==> config.mk <==
export PLATFORM = sky130hd
export DESIGN_NAME = response_collect
export DESIGN_NICKNAME = d
export VERILOG_FILES = /design/src/common/bank_ctrl_pkg.sv /design/src/common/mem_bus_pkg.sv /design/src/bank/response_collect.sv
export SDC_FILE = /design/constraint.sdc
export NUM_CORES = 1
export LEC_CHECK = 0
export ABC_AREA = 1
export BUFFER_PORTS_ARGS = -buffer_cell sky130_fd_sc_hd__clkbuf_2
export CAP_MARGIN = 20
export CORE_MARGIN = 5
export CORE_UTILIZATION = 38
export CTS_BUF_LIST = sky130_fd_sc_hd__clkbuf_8
export DETAILED_ROUTE_END_ITERATION = 16
export PLACE_DENSITY = 0.83
export SLEW_MARGIN = 20
export SYNTH_ARGS = -nofsm -noshare
export SYNTH_HDL_FRONTEND = slang
export SYNTH_SLANG_ARGS = --single-unit
==> constraint.sdc <==
create_clock -name clock_i -period 2.3 [get_ports clock_i]
set_input_delay 0.575 -clock clock_i [delete_from_list [all_inputs] [get_ports clock_i]]
set_output_delay 0.575 -clock clock_i [all_outputs]
set_load 0.02 [all_outputs]
==> src/common/bank_ctrl_pkg.sv <==
package bank_ctrl_pkg;

   // ------------------------------
   // Host operations
   // ------------------------------

   // High for a write
   typedef enum logic {
      OP_READ  = 1'b0,
      OP_WRITE = 1'b1
   } mem_op_e;

   // ------------------------------
   // Bank FSM states
   // ------------------------------

   typedef enum logic [1:0] {
      ST_INIT    = 2'd0,  // Start-up delay running
      ST_IDLE    = 2'd1,  // Serving requests
      ST_REFRESH = 2'd2,  // No transfers during refresh
      ST_HOLD    = 2'd3   // Read result waiting for collector
   } bank_state_e;

endpackage

==> src/common/mem_bus_pkg.sv <==
package mem_bus_pkg;

   // ------------------------------
   // Bus widths
   // ------------------------------

   localparam int WIDTH = 32;         // Data word
   localparam int BSELS = WIDTH / 8;  // One select per byte
   localparam int ABITS = 12;         // Host word address

   // ------------------------------
   // Request and response
   // ------------------------------

   // Host request, also what the dispatcher hands to a bank
   typedef struct packed {
      bank_ctrl_pkg::mem_op_e op;
      logic [ABITS-1:0]       address;  // Low bits pick the bank
      logic [BSELS-1:0]       bytes;    // Write byte selects
      logic [WIDTH-1:0]       data;     // Write data
   } mem_req_t;

   // Read result, bank to collector to host
   typedef struct packed {
      logic [WIDTH-1:0] data;
   } mem_rsp_t;

endpackage

==> src/bank/response_collect.sv <==
module response_collect #(
   parameter  int NBANKS = 4,
   localparam int BBITS  = (NBANKS > 1) ? $clog2(NBANKS) : 1
) (
   input  logic                              clock_i,
   input  logic                              reset_i,
   input  logic [BBITS-1:0]                  order_head_i,
   input  logic                              order_empty_i,
   output logic                              order_pop_o,
   input  logic [NBANKS-1:0]                 rsp_valid_i,
   input  mem_bus_pkg::mem_rsp_t [NBANKS-1:0] bank_rsp_i,
   output logic [NBANKS-1:0]                 rsp_take_o,
   output logic                              ready_o,
   output mem_bus_pkg::mem_rsp_t             rsp_o
);

   logic head_hit;

   // ------------------------------
   // Head of queue select
   // ------------------------------

   // Only the oldest read may return, later banks keep holding
   assign head_hit    = !order_empty_i && rsp_valid_i[order_head_i];
   assign order_pop_o = head_hit;

   always_comb begin
      rsp_take_o               = '0;
      rsp_take_o[order_head_i] = head_hit;  // Releases the bank back to IDLE
   end

   // ------------------------------
   // Host response register
   // ------------------------------

   // One-cycle pulse per taken response, host never stalls it
   always_ff @(posedge clock_i) begin
      if (reset_i) begin
         ready_o <= 1'b0;
      end else begin
         ready_o <= head_hit;
      end
   end

   // Data only meaningful while ready_o is high
   always_ff @(posedge clock_i) begin
      if (head_hit) begin
         rsp_o <= bank_rsp_i[order_head_i];
      end
   end

endmodule

# --- Word level (Yosys, flattened, before mapping) ---
# Index checks and enable logic that the tools add are counted.
classes:
  magnitude_cmp: 2
  muxes: 6
  bitwise: 1
  reduce_logical: 3
op_table:
  columns: ["cell", "n"]
  rows:
  - ["$bmux W32 S2", 1]
  - ["$mux W32", 1]
  - ["$and A4 B4 Y4", 1]
  - ["$lt A2 B3 Y1 const B", 1]
  - ["$bmux W1 S2", 1]
  - ["$demux W1 S2", 1]
  - ["$ge A2 B1 Y1 const B", 1]
  - ["$logic_and A1 B1 Y1", 2]
  - ["$mux W1", 2]
  - ["$logic_not A1 Y1", 1]
word_totals:
  regBits: 33
  in_bits: 137
  out_inout_bits: 38
  elab_cells: 14

# --- Logic depth before layout (Yosys ltp) ---
depth:
  ltp_word: 5
  depth_mapped: 7
  depth_no_buf: 7

# --- Worst setup path after synthesis ---
# No wires, ideal clock.
synth_path:
  path_type: "in2out"
  start: "input port order_head_i[0]"
  end: "output port order_pop_o"
  arrival_time_ps: 1712
  required_ps: 1725
  slack_ps: 13
  cell_stages: 7
  n_path_buf: 0
  cell_sequence: "inv_2 -> nand2_1 -> nand2_1 -> nand2_1 -> nand2_1 -> nand2_1 -> inv_1"
synth_between:
  elab_chain_cells: 3
synth_rtl:
  columns: ["element", "line_no", "rtl"]
  rows:
  - ["start, declared", "response_collect.sv:7", "input logic [BBITS-1:0] order_head_i,"]
  - ["$bmux W1 S2", "response_collect.sv:24", "assign head_hit = !order_empty_i && rsp_valid_i[order_head_i];"]
  - ["$mux W1 (not written as such)", "response_collect.sv:24", null]
  - ["$logic_and A1 B1 Y1", "response_collect.sv:24", null]
  - ["end, declared", "response_collect.sv:9", "output logic order_pop_o,"]
# Every way passes these cells. The select of a mux whose other input is x is not followed.

# --- Worst setup path in the final report ---
layout_path:
  start: "input port order_head_i[0]"
  end: "output port rsp_take_o[2]"
layout_between:
  elab_chain_cells: 5
  elab_cells_between_ends: 9
  cone_classes: "order compare (2); mux (4); bitwise (1); reduce/logical (2)"
layout_rtl:
  columns: ["element", "line_no", "rtl"]
  rows:
  - ["$lt A2 B3 Y1 (not written as such) / $ge A2 B1 Y1 (equally long branches)", "response_collect.sv:29", "rsp_take_o[order_head_i] = head_hit;"]
  - ["$logic_and A1 B1 Y1 (not written as such)", "response_collect.sv:29", null]
  - ["$mux W1 (not written as such)", "response_collect.sv:29", null]
  - ["$demux W1 S2", "response_collect.sv:29", null]
  - ["$and A4 B4 Y4 (no source line) *", null, null]
  - ["end, declared", "response_collect.sv:12", "output logic [NBANKS-1:0] rsp_take_o,"]
# Mark *: on every way between the ends. The rest lies on a longest branch, timed or not. The select of a mux whose other input is x is not followed.

==> results.py <==
metrics = {
    "synthesis": {
        "ys_seq_area_share_pct": 53.2,
        "synth_area_per_cell_um2": 10.2,
        "yosysWarnings": 0,
        "synth-adder-area-share_pct": 0,
        "synth_cell_types": 14,
        "muxShareOfSynthArea_pct": 0,
        "synth_compound_area_share_pct": 22.8,
        "synth_cells": 180,
        "syn_nets": 317,
        "synth-simple-area-share_pct": 17.3,
        "synth-xor-area-share_pct": 0,
        "syn_area_um2": 1840,
        "synth_top_family_by_area": "compound AO/OA/AOI/OAI gates",
        "synth-seq-cells": 33,
    },
    "detailed_routing": {
        "dr.first_iter.drc_count": 119,
        "route.vias.total": 2093,
        "wl_per_cell_um": 14.5,
        "routed_wl_um": 6090,
        "dr.pass1.iters": 4,
        "viasPerCell": 5.00,
        "drt.antenna.violating_nets": 0,
        "route.detailed.drc": 0,
    },
    "cts": {
        "ctsHoldBuffers": 0,
        "cts_resized": 0,
        "postCtsSetupBuffers": 0,
        "clk_pin_slew_ns": 0.06,
        "numCtsBuffers": 5,
        "cts_buffer_depth": 2,
        "cts-htree-levels": 2,
        "cts_tree": "yes",
        "root_buffer": "clkbuf_8",
        "cts.sinks": 33,
    },
    "floorplan": {
        "dieArea_um2": 6350,
        "io_pins": 175,
        "die_y_um": 79.7,
        "rows": 25,
        "die_x_um": 79.7,
        "start_util_pct": 39.0,
        "coreArea_um2": 4720,
    },
    "critical_path": {
        "cpMaxStageDelayCell": "clkbuf_2",
        "critPathTopFamily": "simple AND/OR/NAND/NOR gates",
        "path_max_fanout": 7,
        "worstSetupPathType": "input pin to output pin",
        "arrival_ns": 1.54,
        "required_ns": 1.73,
        "crit_cells": 9,
        "crit_chain": "clkbuf_2, inv_2, nand2_1, nand2_1, nand2_1, nand2_1, nand2_1, nor2_1, clkbuf_2",
        "crit_path_end_kind": "output pin",
        "worst-path-buf-inv": 3,
        "slowest_delay_ns": 0.18,
        "cp_common_cell": "nand2_1",
        "worst_setup_path_start_kind": "input pin",
    },
    "flow_run": {
        "drv_cap": 0,
    },
    "timing": {
        "rsz0062_at_grt": "false",
        "setup_tns_ns": 0,
        "slew_violations": 0,
        "period_share_pct": 91.8,
        "worst_pin_slew_ns": 0.809,
        "hold_viol": 0,
        "timing.fmax_ghz": 0.474,
        "relSlewSlack_pct": 46.0,
        "setup_viol": 0,
        "period_minus_slack_ns": 2.11,
    },
    "place": {
        "dp_hpwl_um": 4890,
        "buffer_ports.inserted": 174,
        "gp_congestion": 0.765,
    },
    "power_and_ir_drop": {
        "irDropWorstVdd_v": 0.000309,
        "p_per_area_nw_per_um2": 547,
        "totalPowerFinal_w": 0.00153,
        "p_leak_nw": 1.43,
    },
    "min_path": {
        "hp-class": "input pin to register",
        "whs_path_depth": 2,
    },
    "layout": {
        "diodes": 0,
        "syn_to_final_growth_pct": 52.0,
        "drive_gt1_share_pct": 55.4,
        "final_cell_mix": "174 x clkbuf_2, 61 x nand2_1, 46 x a22oi_1",
        "nets": 489,
        "final_common_cell": "clkbuf_2",
    },
    "grt": {
        "grt_first_pass_wirelength_um": 9070,
        "track_usage_pct": 18.3,
        "grt_antenna_before_repair": 0,
        "grt_pass1_vias": 2037,
        "gr-total-overflow": 0,
        "grt_max_degree": 33,
    },
    "outcome": {
        "status": "finished, final reports clean",
    },
}
[registers in the layout, summed over array words and instances (netlist names)]
signal,flops
rsp_o,32
ready_o,1
[final cells by class]
| type | count | area [um2] |
|---|---|---|
| Inverter | 8 | 30.0 |
| Fill cell | 427 | 1920 |
| Clock inverter | 2 | 7.51 |
| Sequential cell | 33 | 981 |
| Tap cell | 67 | 83.8 |
| Multi-Input combinational cell | 127 | 739 |
| Timing Repair Buffer | 177 | 893 |
| Clock buffer | 5 | 68.8 |
[routing by layer]
| metal | up-vias | GRT usage, % | part of all wire (%) |
|---|---|---|---|
| li1 | 1018 | - | - |
| met1 | 945 | 19.0 | 35 |
| met2 | 122 | 34.1 | 52 |
| met3 | 8 | 7.00 | 12 |
| met4 | 0 | 4.81 | 1.2 |
| met5 | - | 0 | 0 |
[cell families (layout without fill, tap and decap cells)]
group,after synthesis,in the layout
AOI/OAI and AO/OA,52,52
and+or+nand+nor,75,75
DFF,33,33
buffers and inverters,20,192
[path summary, 6_finish.rpt]
path                            start             to
worst max-delay path  order_head_i[0]  rsp_take_o[2]
worst min-delay path          reset_i        ready_o
[metrics by stage]
step	hold WS [ns]	util [%]	area [um2]	instances	worst slack, ns
floorplan	0.647	-	1840	180	0.0131
global placement	0.737	57.7	2730	412	0.285
detailed placement	0.737	57.7	2730	412	0.183
CTS	0.443	59.4	2800	419	0.177
global route	0.449	59.4	2800	419	0.0732
finish	0.452	59.4	2800	419	0.190
[Yosys cell counts]
library cell	count	area [um2]
a22oi_1	46	345
a22oi_2	6	75.1
buf_2	3	15.0
buf_4	6	45.0
buf_6	3	33.8
dfxtp_1	1	20.0
edfxtp_1	32	961
inv_1	4	15.0
inv_2	4	15.0
nand2_1	61	229
nand4_1	8	50.1
nor2_1	3	11.3
nor2_2	1	6.26
nor2_4	2	22.5
[power by group]
group          internal, W  switching (W)  leakage, nW
Clock             0.000199       0.000193       0.0428
Combinational     0.000171       0.000229         1.09
Sequential        0.000729      0.0000127        0.297
Total              0.00110       0.000434         1.43
Note: power is estimated with default switching activity, not from simulation.
