**src/common/bank_ctrl_pkg.sv**
```systemverilog
package bank_ctrl_pkg;

   // ------------------------------
   // Host operations
   // ------------------------------

   // High for a write
   typedef enum logic {
      OP_READ  = 1'b0,
      OP_WRITE = 1'b1
   } mem_op_e;

   // ------------------------------
   // Bank FSM states
   // ------------------------------

   typedef enum logic [1:0] {
      ST_INIT    = 2'd0,  // Start-up delay running
      ST_IDLE    = 2'd1,  // Serving requests
      ST_REFRESH = 2'd2,  // No transfers during refresh
      ST_HOLD    = 2'd3   // Read result waiting for collector
   } bank_state_e;

endpackage

```
**src/common/mem_bus_pkg.sv**
```systemverilog
package mem_bus_pkg;

   // ------------------------------
   // Bus widths
   // ------------------------------

   localparam int WIDTH = 32;         // Data word
   localparam int BSELS = WIDTH / 8;  // One select per byte
   localparam int ABITS = 12;         // Host word address

   // ------------------------------
   // Request and response
   // ------------------------------

   // Host request, also what the dispatcher hands to a bank
   typedef struct packed {
      bank_ctrl_pkg::mem_op_e op;
      logic [ABITS-1:0]       address;  // Low bits pick the bank
      logic [BSELS-1:0]       bytes;    // Write byte selects
      logic [WIDTH-1:0]       data;     // Write data
   } mem_req_t;

   // Read result, bank to collector to host
   typedef struct packed {
      logic [WIDTH-1:0] data;
   } mem_rsp_t;

endpackage

```
**src/bank/request_dispatch.sv**
```systemverilog
module request_dispatch #(
   parameter  int NBANKS      = 4,
   parameter  int ORDER_DEPTH = 8,
   localparam int BBITS       = (NBANKS > 1) ? $clog2(NBANKS) : 1
) (
   input  logic                  clock_i,
   input  logic                  reset_i,
   input  logic                  request_i,
   input  mem_bus_pkg::mem_req_t req_i,
   input  logic [NBANKS-1:0]     bank_accept_i,
   input  logic                  active_i,
   output logic                  accept_o,
   output logic [NBANKS-1:0]     bank_valid_o,
   output mem_bus_pkg::mem_req_t bank_req_o,
   output logic                  order_push_o,
   output logic [BBITS-1:0]      order_bank_o,
   input  logic                  order_pop_i,
   output logic [BBITS-1:0]      order_head_o,
   output logic                  order_empty_o
);

   localparam int PBITS = (ORDER_DEPTH > 1) ? $clog2(ORDER_DEPTH) : 1;
   localparam int CBITS = $clog2(ORDER_DEPTH + 1);

   logic [BBITS-1:0] bank_sel;
   logic             is_read;
   logic             take;

   logic [BBITS-1:0] order_mem [ORDER_DEPTH];  // Bank index per outstanding read
   logic [PBITS-1:0] wr_ptr;
   logic [PBITS-1:0] rd_ptr;
   logic [CBITS-1:0] count;
   logic             full;

   // ------------------------------
   // Bank decode and accept
   // ------------------------------

   // Low address bits pick the bank, masked so one bank gives index 0
   assign bank_sel = BBITS'(req_i.address) & BBITS'(NBANKS - 1);
   assign is_read  = (req_i.op == bank_ctrl_pkg::OP_READ);

   // Writes never need a queue slot
   assign accept_o = active_i && bank_accept_i[bank_sel] && (!is_read || !full);
   assign take     = request_i && accept_o;  // Host transfer this edge

   always_comb begin
      bank_valid_o           = '0;
      bank_valid_o[bank_sel] = take;  // Only the target bank sees valid
   end

   // Shared request bus, bank drops its own index bits
   assign bank_req_o = req_i;

   // ------------------------------
   // Read order queue
   // ------------------------------

   assign order_push_o  = take && is_read;
   assign order_bank_o  = bank_sel;
   assign order_head_o  = order_mem[rd_ptr];  // Oldest outstanding read
   assign order_empty_o = (count == '0);
   assign full          = (count == CBITS'(ORDER_DEPTH));

   always_ff @(posedge clock_i) begin
      if (reset_i) begin
         wr_ptr <= '0;
         rd_ptr <= '0;
         count  <= '0;
      end else begin
         if (order_push_o) begin
            wr_ptr <= (wr_ptr == PBITS'(ORDER_DEPTH - 1)) ? '0 : wr_ptr + 1'b1;
         end
         if (order_pop_i) begin
            rd_ptr <= (rd_ptr == PBITS'(ORDER_DEPTH - 1)) ? '0 : rd_ptr + 1'b1;
         end
         // Push and pop together leave the count alone
         case ({order_push_o, order_pop_i})
            2'b10:   count <= count + 1'b1;
            2'b01:   count <= count - 1'b1;
            default: count <= count;
         endcase
      end
   end

   // Queue storage
   always_ff @(posedge clock_i) begin
      if (order_push_o) begin
         order_mem[wr_ptr] <= order_bank_o;
      end
   end

endmodule

```
**config.mk**
```make
export PLATFORM = sky130hd
export DESIGN_NAME = request_dispatch
export DESIGN_NICKNAME = d
export VERILOG_FILES = /design/src/common/bank_ctrl_pkg.sv /design/src/common/mem_bus_pkg.sv /design/src/bank/request_dispatch.sv
export SDC_FILE = /design/constraint.sdc
export NUM_CORES = 1
export LEC_CHECK = 0
export ABC_AREA = 1
export BUFFER_PORTS_ARGS = -buffer_cell sky130_fd_sc_hd__buf_2
export CORE_MARGIN = 4
export CORE_UTILIZATION = 45
export CTS_CLUSTER_SIZE = 30
export DETAILED_ROUTE_END_ITERATION = 10
export PLACE_DENSITY = 0.85
export SLEW_MARGIN = 10
export SYNTH_ARGS = -nofsm -noshare
export SYNTH_HDL_FRONTEND = slang
export SYNTH_SLANG_ARGS = --single-unit
```
**constraint.sdc**
```tcl
create_clock -name clock_i -period 5.45 [get_ports clock_i]
set_input_delay 0.2725 -clock clock_i [delete_from_list [all_inputs] [get_ports clock_i]]
set_output_delay 0.2725 -clock clock_i [all_outputs]
set_load 0.05 [all_outputs]
```
# == Word-level counts from Yosys, hierarchy flattened ==
# Memory sizes are Yosys's and may differ from the RTL's. A register that Yosys moved wholly into a read port is not among the register bits.
# Index checks and enable logic that the tools add are counted.
# word_totals
input_bits,58
output_inout_bits,60
reg_bits,10
wordCells,37
ram_bits,16
mem_count,1
# classes
magnitude_cmp,2
n_bitwise,2
n_reduce_logical,9
eq_ne,5
addsub,4
n_mux,11
# mem_list
memory,words,word_bits,read_ports,rd_ports_with_merged_regs,wr,line,rtl
order_mem,8,2,1,1,1,request_dispatch.sv:29,logic [BBITS-1:0] order_mem [ORDER_DEPTH];
# ops
op,count
$mux 3,4
$pmux 4 s2,1
$add 3x1->3 const B,2
$eq 3x3->1 const B,2
$logic_and 1x1->1,5
$add 4x1->4 const B,1
$and 4x4->4,1
$eq 4x4->1 const B,1
$logic_not 4->1,1
$mux 1,4
$sub 4x1->4 const B,1
$lt 2x3->1 const B,1
$bmux 1 s2,1
$demux 1 s2,1
$eq 2x1->1 const B,1
$eq 2x2->1 const B,1
$ge 2x1->1 const B,1
$reduce_bool 2->1,1
$logic_not 1->1,1
$logic_or 1x1->1,1
$not 1->1,1

# == Depth between registers and ports, before layout ==
# Gate-level depths: netlist of run 1.
# logic_depth
ltp_word,8
mapped_depth,15
depth_no_buf,15

# == Least setup slack after synthesis of run 1 ==
# OpenSTA, ideal clock, no wires.
# synth_path
path_type,register -> output
start,register count[1]
end,output port bank_valid_o[0]
t_required_ns,5.178
t_arrival_ns,2.148
stages_incl_launch_ff,7
n_path_buf,0
slack_ns,3.030
path_cell_list,dfxtp_1 -> nor2_1 -> nand3_1 -> nand2_1 -> nor2_4 -> nand2_1 -> nor3_1
# synth_via
elab_chain_cells,6
# synth_rtl
element,line,rtl
start: declaration,request_dispatch.sv:32,logic [CBITS-1:0] count;
start signal: assignment,request_dispatch.sv:79,2'b10: count <= count + 1'b1;
start signal: assignment,request_dispatch.sv:80,2'b01: count <= count - 1'b1;
start signal: assignment,request_dispatch.sv:81,default: count <= count;
$eq 4x4->1,request_dispatch.sv:63,assign full = (count == CBITS'(ORDER_DEPTH));
$logic_not 1->1,request_dispatch.sv:44,assign accept_o = active_i && bank_accept_i[bank_sel] && (!is_read || !full);
$logic_or 1x1->1,request_dispatch.sv:44,
$logic_and 1x1->1,request_dispatch.sv:44,
via accept_o,request_dispatch.sv:12,"output logic accept_o,"
$logic_and 1x1->1,request_dispatch.sv:45,assign take = request_i && accept_o;
$and 4x4->4 (no source line),--,
end: declaration,request_dispatch.sv:13,"output logic [NBANKS-1:0] bank_valid_o,"
# The timed path passes the listed nets, and every way through them passes these cells.

# == Worst setup path after layout of run 1 ==
# layout_path
start,register count[1]
end,register count[2]
# layout_via
elab_chain_cells,8
elab_cells_between_ends,12
cone_classes,add/sub (2); eq/ne (3); mux (1); reduce/logical (6)
# layout_rtl
element,line,rtl
$eq 4x4->1,request_dispatch.sv:63,
$logic_not 1->1,request_dispatch.sv:44,
$logic_or 1x1->1,request_dispatch.sv:44,
$logic_and 1x1->1,request_dispatch.sv:44,
$logic_and 1x1->1,request_dispatch.sv:45,
$logic_and 1x1->1,request_dispatch.sv:59,assign order_push_o = take && is_read;
$eq 2x1->1 / $eq 2x2->1 (equally long branches),request_dispatch.sv:78,"case ({order_push_o, order_pop_i})"
$pmux 4 s2 / $reduce_bool 2->1 (equally long branches),--,
# Parallel ways exist; a longest one is shown, timed or not.
# A chain may end at the register's enable or synchronous reset.

==> metrics.yaml, run 1 <==
detailed_routing:
  drt-initial-drc-count: 67
  postRouteAntennaNets: 0
  avgRoutedWirePerCell_um: 14.00
  vias: 1164
  via_per_inst: 4.891
  routed_wl_um: 3333
  drtPass1Iterations: 4
  drc_errors: 0
power:
  peakVddDrop_v: 0.0001517
  power_density_nw_per_um2: 307.4
  leakage_nw: 0.7441
setup_path:
  crit_type: "flip-flop to flip-flop"
  crit_arrival_ns: 2.18
  r2r_slack_ns: 3.43
  cp_max_fo: 8
  worst_ep_required_time_ns: 5.62
  cp-start-kind: "flip-flop"
  critPathCaptureType: "flip-flop"
grt:
  grt.total_usage_pct: 12.82
  busiest_layer: "met2"
  met2_usage_pct: 20.49
  grt_pass1_vias: 1056
  grt_max_degree: 17
  grt_pass1_wl_um: 4968
  antenna_found_initial: 0
  met3_usage_pct: 5.966
  grt_overflow: 0
  use_met1_pct: 13.69
die:
  dieArea_um2: 4996
  initial_core_util_pct: 47.58
  io_pins: 118
  coreArea_um2: 3716
  die_h_um: 70.68
  die_w_um: 70.68
  rows: 22
outcome:
  status: "finished, final reports clean"
sta:
  tns_ns: 0
  slew-limit-headroom_pct: 82.46
  skew_ns: 0.004634
  hold_violations: 0
  rsz0062_at_grt: "false"
  fin_crit_sh_pct: 37.00
  fmax_mhz: 495.9
  setup_viol: 0
  tightest_slew_ns: 0.2623
  layout_min_cycle_time_ns: 2.017
  setup_slack_ns: 3.433
  slew_viol_final: 0
clocking:
  numCtsBuffers: 5
  hold_buffers: 0
  clkTransAtPathRegs_ns: 0.06
  ctsResizeCount: 0
  clock_sinks: 29
  post-cts-setup-buffer-count: 0
  clk_latency_ns: 0.28
  clockBufferDepth: 2
  htree_levels: 2
  cts_tree: "yes"
  cts-root-buf: "clkbuf_8"
logic_synthesis:
  avgSynthCellArea_um2: 8.459
  yosysSeqAreaShare_pct: 41.90
  synth.cell_area_um2: 1768
  ys_ff_latch: 29
  synthTopCellsByArea: "edfxtp_1, buf_4, dfxtp_1"
  yosys.area.top_type: "edfxtp_1"
  synth_cell_type_count: 19
  ys_warn_count: 0
  syn-num-nets: 274
  synth_top_area_share_pct: 27.18
  netlist_instances: 209
run:
  cap_violations: 0
layout:
  area_growth_pct: -6.228
  final_cell_mix: "nor2_1, nand2_1, buf_2, inv_1, edfxtp_1"
  antenna_cells: 0
  layout_commonest_cell: "nor2_1"
  nNetsFinal: 254
  drive_gt1_share_pct: 18.42
place:
  io_buffers: 25
  gp_congestion: 0.8920
  dp_hpwl_um: 2680
  place_ws_ns: 3.308
min_path:
  min_path_type: "input pin to flip-flop"
-- kinds of logic (layout without fill, tap and decap cells) --
kind of cell	after synthesis	after routing	share of synthesized area, %
flip-flops	29	29	41.90
AO/OA/AOI/OAI	20	20	6.582
adder cells (fa/ha/maj)	7	7	4.954
buffers and inverters	70	51	25.69
XOR/XNOR	2	2	0.9910
AND/OR/NAND/NOR	81	81	19.89
-- through the flow --
| stage | hold slack [ns] | total power [W] | utilization, % | instance area [µm²] | cells |
|---|---|---|---|---|---|
| 3_3_place_gp | 0.5109 | 0.0003359 | 42.15 | 1567 | 230 |
| 6_report | 0.2181 | 0.0005097 | 44.61 | 1658 | 238 |
| 2_1_floorplan | 0.3416 | 0.0004080 | - | 1768 | 209 |
| 5_1_grt | 0.2228 | 0.0005364 | 44.61 | 1658 | 238 |
| 3_5_place_dp | 0.5149 | 0.0003381 | 42.15 | 1567 | 230 |
| 4_1_cts | 0.2156 | 0.0005143 | 44.61 | 1658 | 238 |
-- critical path, stage by stage, from the launching register on --
cell	delay (ns)
dfxtp_1	0.40
nor2_1	0.06
nand3_1	0.08
nand2_1	0.09
nor2_4	0.18
nand3_4	0.13
ha_1	0.26
xor2_1	0.16
ha_1	0.18
a21oi_1	0.14
xor2_1	0.15
a21oi_1	0.07
-- cell usage after synthesis --
| cell | count |
|---|---|
| a21oi_1 | 6 |
| a31oi_1 | 1 |
| buf_4 | 51 |
| clkbuf_1 | 1 |
| dfxtp_1 | 13 |
| edfxtp_1 | 16 |
| ha_1 | 7 |
| inv_1 | 18 |
| nand2_1 | 26 |
| nand3_1 | 6 |
| nand3_4 | 1 |
| nand4_1 | 3 |
| nor2_1 | 38 |
| nor2_4 | 1 |
| nor3_1 | 5 |
| o21ai_0 | 9 |
| o32ai_1 | 4 |
| or2_4 | 1 |
| xor2_1 | 2 |
-- layout make-up --
class | count | area [µm²]
fill | 368 | 2058
sequential | 29 | 740.7
multi-input combinational | 110 | 573.1
timing repair buffer | 25 | 125.1
clock buffer | 6 | 82.58
inverter | 18 | 67.56
tap | 48 | 60.06
clock inverter | 2 | 8.758
-- metal layers --
layer  vias to the layer above  routed length [µm]
met5                         -                   0
met4                         0                 132
met3                        19                 340
met2                        56                1622
met1                       501                1239
li1                        588                   -
-- report_power, final --
group          internal (W)   total, W  switching (W)
sequential         0.000239   0.000248     0.00000900
combinational     0.0000253  0.0000857      0.0000605
clock             0.0000997   0.000176      0.0000765
-- final timing paths --
check,depth (start not counted),to,from
max,11,count[2],count[1]
min,2,wr_ptr[1],reset_i
max reg2reg,11,count[2],count[1]
min reg2reg,2,count[0],count[0]
Power figures use the tool's default switching activity.
==> run 2: changes to the inputs <==
- CORE_UTILIZATION: 45 -> 38
- PLACE_DENSITY: 0.85 -> 0.77
- clock period: 5.45 -> 1.6 ns (I/O delays scaled with it)
==> metrics.yaml, run 2 (synthesis results as in run 1) <==
detailed_routing:
  drt-initial-drc-count: 38
  drtPass1Iterations: 4
  routed_wl_um: 3854
  via_per_inst: 4.912
  postRouteAntennaNets: 0
  vias: 1277
  avgRoutedWirePerCell_um: 14.82
  drc_errors: 0
sta:
  fin_crit_sh_pct: 109.8
  rsz0062_at_grt: "true"
  setup_viol: 4
  tightest_slew_ns: 0.2851
  slew-limit-headroom_pct: 80.97
  skew_ns: 0.004383
  fmax_mhz: 569.1
  layout_min_cycle_time_ns: 1.757
  slew_viol_final: 0
  setup_slack_ns: -0.1570
  hold_violations: 0
setup_path:
  worst_ep_required_time_ns: 1.76
  critPathCaptureType: "flip-flop"
  r2r_slack_ns: -0.16
  crit_arrival_ns: 1.92
  crit_type: "flip-flop to flip-flop"
  cp-start-kind: "flip-flop"
  cp_max_fo: 3
layout:
  layout_commonest_cell: "nor2_1"
  antenna_cells: 0
  nNetsFinal: 272
  area_growth_pct: 14.08
  drive_gt1_share_pct: 43.75
  final_cell_mix: "nor2_1, nand2_1, buf_4, buf_2, edfxtp_1"
outcome:
  status: "finished, violations left"
  violations: "setup timing"
power:
  power_density_nw_per_um2: 908.1
  peakVddDrop_v: 0.0006303
  finalPower_w: 0.001832
  leakage_nw: 0.8673
grt:
  grt_pass1_wl_um: 6051
  grt_max_degree: 13
  grt_pass1_vias: 1275
  grt.total_usage_pct: 13.05
  grt_overflow: 0
  antenna_found_initial: 0
die:
  die_h_um: 76.21
  rows: 24
  coreArea_um2: 4414
  dieArea_um2: 5808
  initial_core_util_pct: 40.05
  io_pins: 118
  die_w_um: 76.21
place:
  gp_congestion: 0.8009
  place_ws_ns: -0.1229
  dp_hpwl_um: 2896
  io_buffers: 25
clocking:
  hold_buffers: 0
  clock_sinks: 29
  cts-root-buf: "clkbuf_8"
  htree_levels: 2
  numCtsBuffers: 5
  clkTransAtPathRegs_ns: 0.06
  cts_tree: "yes"
  clockBufferDepth: 2
  clk_latency_ns: 0.28
run:
  cap_violations: 0
min_path:
  min_path_type: "input pin to flip-flop"
run 2: changes by cell type in the layout (fill, tap and decap cells not counted), sizes merged:
cell,change
clkinvlp,+1
clkbuf,+1
buf,+17
inv,-1
run 2: cell type report:
cell class | count | area (µm²)
clock inverters | 2 | 10.01
multi-input cells | 110 | 752.0
clock buffers | 6 | 72.57
well taps | 52 | 65.06
inverters | 18 | 71.32
repair buffers | 43 | 299.0
fillers | 377 | 2397
flip-flops and latches | 29 | 747.0
run 2: per-layer routing:
metal	part of all wire, %	GRT usage (%)	vias up	wire length [µm]
met3	11	6.383	25	421
met4	5.8	10.31	0	224
li1	-	-	625	-
met2	50	22.00	70	1908
met5	0	0	-	0
met1	34	11.70	557	1299
run 2: path summary, 6_finish.rpt:
kind,from,to,depth (start not counted)
max,count[3],count[2],12
min,reset_i,wr_ptr[0],2
min reg2reg,rd_ptr[0],flip-flop,2
max reg2reg,count[3],count[2],12
run 2: repair_timing:
| item | CTS | global route |
|---|---|---|
| setup buffers | 2 | 4 |
| pin swaps | 7 | 7 |
| resized for setup | 21 | 13 |
| cloned | 0 | 0 |
| endpoints found under the hold margin | 0 | 0 |
| endpoints found under the setup margin | 18 | 21 |
run 2: stage by stage:
stage,cells,util (%),hold WS (ns),area [µm²],TNS (ns)
6_report,260,45.69,0.01570,2017,-0.3938
5_1_grt,260,45.69,0.02270,2017,-0.9654
4_1_cts,256,44.19,0.01651,1951,-0.3010
3_5_place_dp,246,40.48,0.1603,1787,-0.3310
3_3_place_gp,246,40.48,0.1603,1787,-0.1518
2_1_floorplan,209,-,0.1491,1893,-4.719
run 2: worst max-delay path: stages (launching register included):
cell,delay [ns]
dfxtp_2,0.33
inv_2,0.05
nor2_2,0.04
nand3_2,0.07
nand2_2,0.06
nor2_4,0.11
nand3_4,0.09
ha_4,0.19
xor2_2,0.18
ha_2,0.18
a21oi_2,0.11
xor2_1,0.15
a21oi_1,0.08
run 2: power by group:
| part | switching, W | internal, W |
|---|---|---|
| clock | 0.000270 | 0.000300 |
| sequential | 0.0000252 | 0.000816 |
| combinational | 0.000262 | 0.000158 |
==> run 3: changes to the inputs <==
- ABC_AREA: 1 -> 0
- PLACE_DENSITY: 0.77 -> 0.79
==> metrics.yaml, run 3 <==
grt:
  grt_overflow: 0
  grt.total_usage_pct: 12.66
  grt_max_degree: 12
  grt_pass1_wl_um: 5361
  grt_pass1_vias: 1182
  antenna_found_initial: 0
logic_synthesis:
  yosysMostFrequentCell: "buf_4"
  synth_cell_type_count: 32
  ys_warn_count: 0
  yosysSeqAreaShare_pct: 42.44
  ys_ff_latch: 29
  netlist_instances: 162
  avgSynthCellArea_um2: 10.77
  synth_commonest_cells: "buf_4, edfxtp_1, dfxtp_1"
  ys_dominant_reg_cell: "edfxtp_1"
  synth_top_area_share_pct: 27.53
  async_flop_share_pct: 0
  synthTopCellsByArea: "edfxtp_1, buf_4, dfxtp_1"
  synth_edf_count: 16
  synth.cell_area_um2: 1745
  yosys.area.top_type: "edfxtp_1"
  syn-num-nets: 227
run:
  cap_violations: 0
setup_path:
  r2r-start: "count[2]"
  r2r_slack_ns: -0.73
  cp-start-kind: "flip-flop"
  critPathCaptureType: "flip-flop"
  worst_ep_required_time_ns: 1.81
  cp_max_fo: 3
  crit_arrival_ns: 2.54
  crit_type: "flip-flop to flip-flop"
  r2r_cells: 10
  r2r-end: "count[2]"
  worstSetupStartpoint: "count[2]"
place:
  dp_hpwl_um: 2424
  gp_congestion: 0.8131
  dpl-instance-area_um2: 1788
  io_buffers: 25
sta:
  layout_min_cycle_time_ns: 2.333
  hold_violations: 0
  setup_slack_ns: -0.7332
  hold_slack_ns: 0.1161
  fmax_mhz: 428.6
  fin_crit_sh_pct: 145.8
  setup_viol: 30
  skew_ns: 0.003844
  tightest_slew_ns: 0.4982
  rsz0062_at_grt: "true"
  slew_viol_final: 0
  slew-limit-headroom_pct: 66.74
min_path:
  min_from: "reset_i"
  min_path_cells: 2
  hold_end: "count[2]"
  min_path_type: "input pin to flip-flop"
clocking:
  clock_sinks: 29
  numCtsBuffers: 5
  cts_tree: "yes"
  clockBufferDepth: 2
  clkTransAtPathRegs_ns: 0.06
  cts-root-buf: "clkbuf_8"
  htree_levels: 2
  clk_latency_ns: 0.27
  hold_buffers: 0
layout:
  antenna_cells: 0
  area_growth_pct: 18.21
  layout_commonest_cell: "buf_4"
  final_cell_mix: "buf_4, buf_2, edfxtp_1, dfxtp_1, nor2_1"
  stdcell_area_um2: 2063
  final_core_util_pct: 46.74
  drive_gt1_share_pct: 52.35
  nNetsFinal: 234
detailed_routing:
  routed_wl_um: 3184
  via_per_inst: 5.122
  drc_errors: 0
  avgRoutedWirePerCell_um: 14.34
  drt-initial-drc-count: 30
  vias: 1137
  drtPass1Iterations: 4
  postRouteAntennaNets: 0
power:
  peakVddDrop_v: 0.0004985
  leakage_nw: 0.8218
  power_density_nw_per_um2: 908.9
die:
  initial_core_util_pct: 39.54
  dieArea_um2: 5742
  coreArea_um2: 4414
  die_h_um: 75.78
  io_pins: 118
  die_w_um: 75.78
  rows: 24
outcome:
  violations: "setup timing"
  status: "finished, violations left"
[run 3: changes by cell type after synthesis, moves of 5 or more]
cell,change
inv_1,-15
mux2i_1,+5
nand2_1,-23
nor2_1,-27
[run 3: per-layer routing]
| layer | routed length [µm] | part of all wire (%) | vias to the layer above | track usage [%] |
|---|---|---|---|---|
| met5 | 0 | 0 | - | 0 |
| met2 | 1712 | 54 | 26 | 21.86 |
| li1 | - | - | 546 | - |
| met1 | 1236 | 39 | 555 | 13.16 |
| met3 | 180 | 5.7 | 10 | 5.277 |
| met4 | 55 | 1.7 | 0 | 6.214 |
[run 3: critical path, cell delays in order, from the launching register on]
cell,delay (ns)
dfxtp_2,0.32
or4b_4,0.52
and3b_2,0.24
nand2_4,0.09
ha_4,0.13
xor2_1,0.15
ha_2,0.20
a21oi_2,0.04
xor2_1,0.14
or3_1,0.31
a21oi_1,0.12
[run 3: worst max-delay path by stage]
| stage | slack [ns] | cells past startpoint | to |
|---|---|---|---|
| global route | -0.83 | 10 | count[2] |
| detailed placement | -0.75 | 10 | count[2] |
| CTS | -0.76 | 10 | count[2] |
| global placement | -0.68 | 10 | count[2] |
| finish | -0.73 | 10 | count[2] |
| floorplan | -0.76 | 10 | count[2] |
[run 3: power by group]
part	switching, W	internal, W	total, W
clock	0.000276	0.000299	0.000575
sequential	0.0000198	0.000814	0.000834
combinational	0.000252	0.000214	0.000466
[run 3: what timing repair did]
item / in CTS / in global routing
endpoints found under the setup margin: 28 / 30
pin swaps: 13 / 5
setup buffers: 2 / 2
gates resized for setup: 35 / 5
[run 3: cell type report]
| cell class | count | area [µm²] |
|---|---|---|
| repair buffers | 52 | 385.4 |
| fillers | 379 | 2351 |
| multi-input cells | 78 | 768.2 |
| well taps | 52 | 65.06 |
| flip-flops and latches | 29 | 747.0 |
| clock inverters | 3 | 17.52 |
| inverters | 3 | 11.26 |
| clock buffers | 5 | 68.82 |
[run 3: per-stage QoR]
step / TNS (ns) / setup slack [ns] / std cells / power (W)
5_1_grt: -8.379 / -0.8297 / 222 / 0.001975
3_5_place_dp: -4.210 / -0.7466 / 210 / 0.001266
6_report: -6.609 / -0.7332 / 222 / 0.001875
2_1_floorplan: -3.723 / -0.7581 / 162 / 0.001432
3_3_place_gp: -3.702 / -0.6796 / 210 / 0.001254
4_1_cts: -6.096 / -0.7575 / 220 / 0.001883
[run 3: cell families after synthesis]
family / after synthesis / synth area share (%)
muxes: 12 / 9.964
AOI/OAI and AO/OA: 16 / 5.161
adders and majority gates: 7 / 5.018
DFF: 29 / 42.44
buffers and inverters: 55 / 22.80
xor gates and xnor gates: 3 / 1.506
and+or+nand+nor: 40 / 13.12
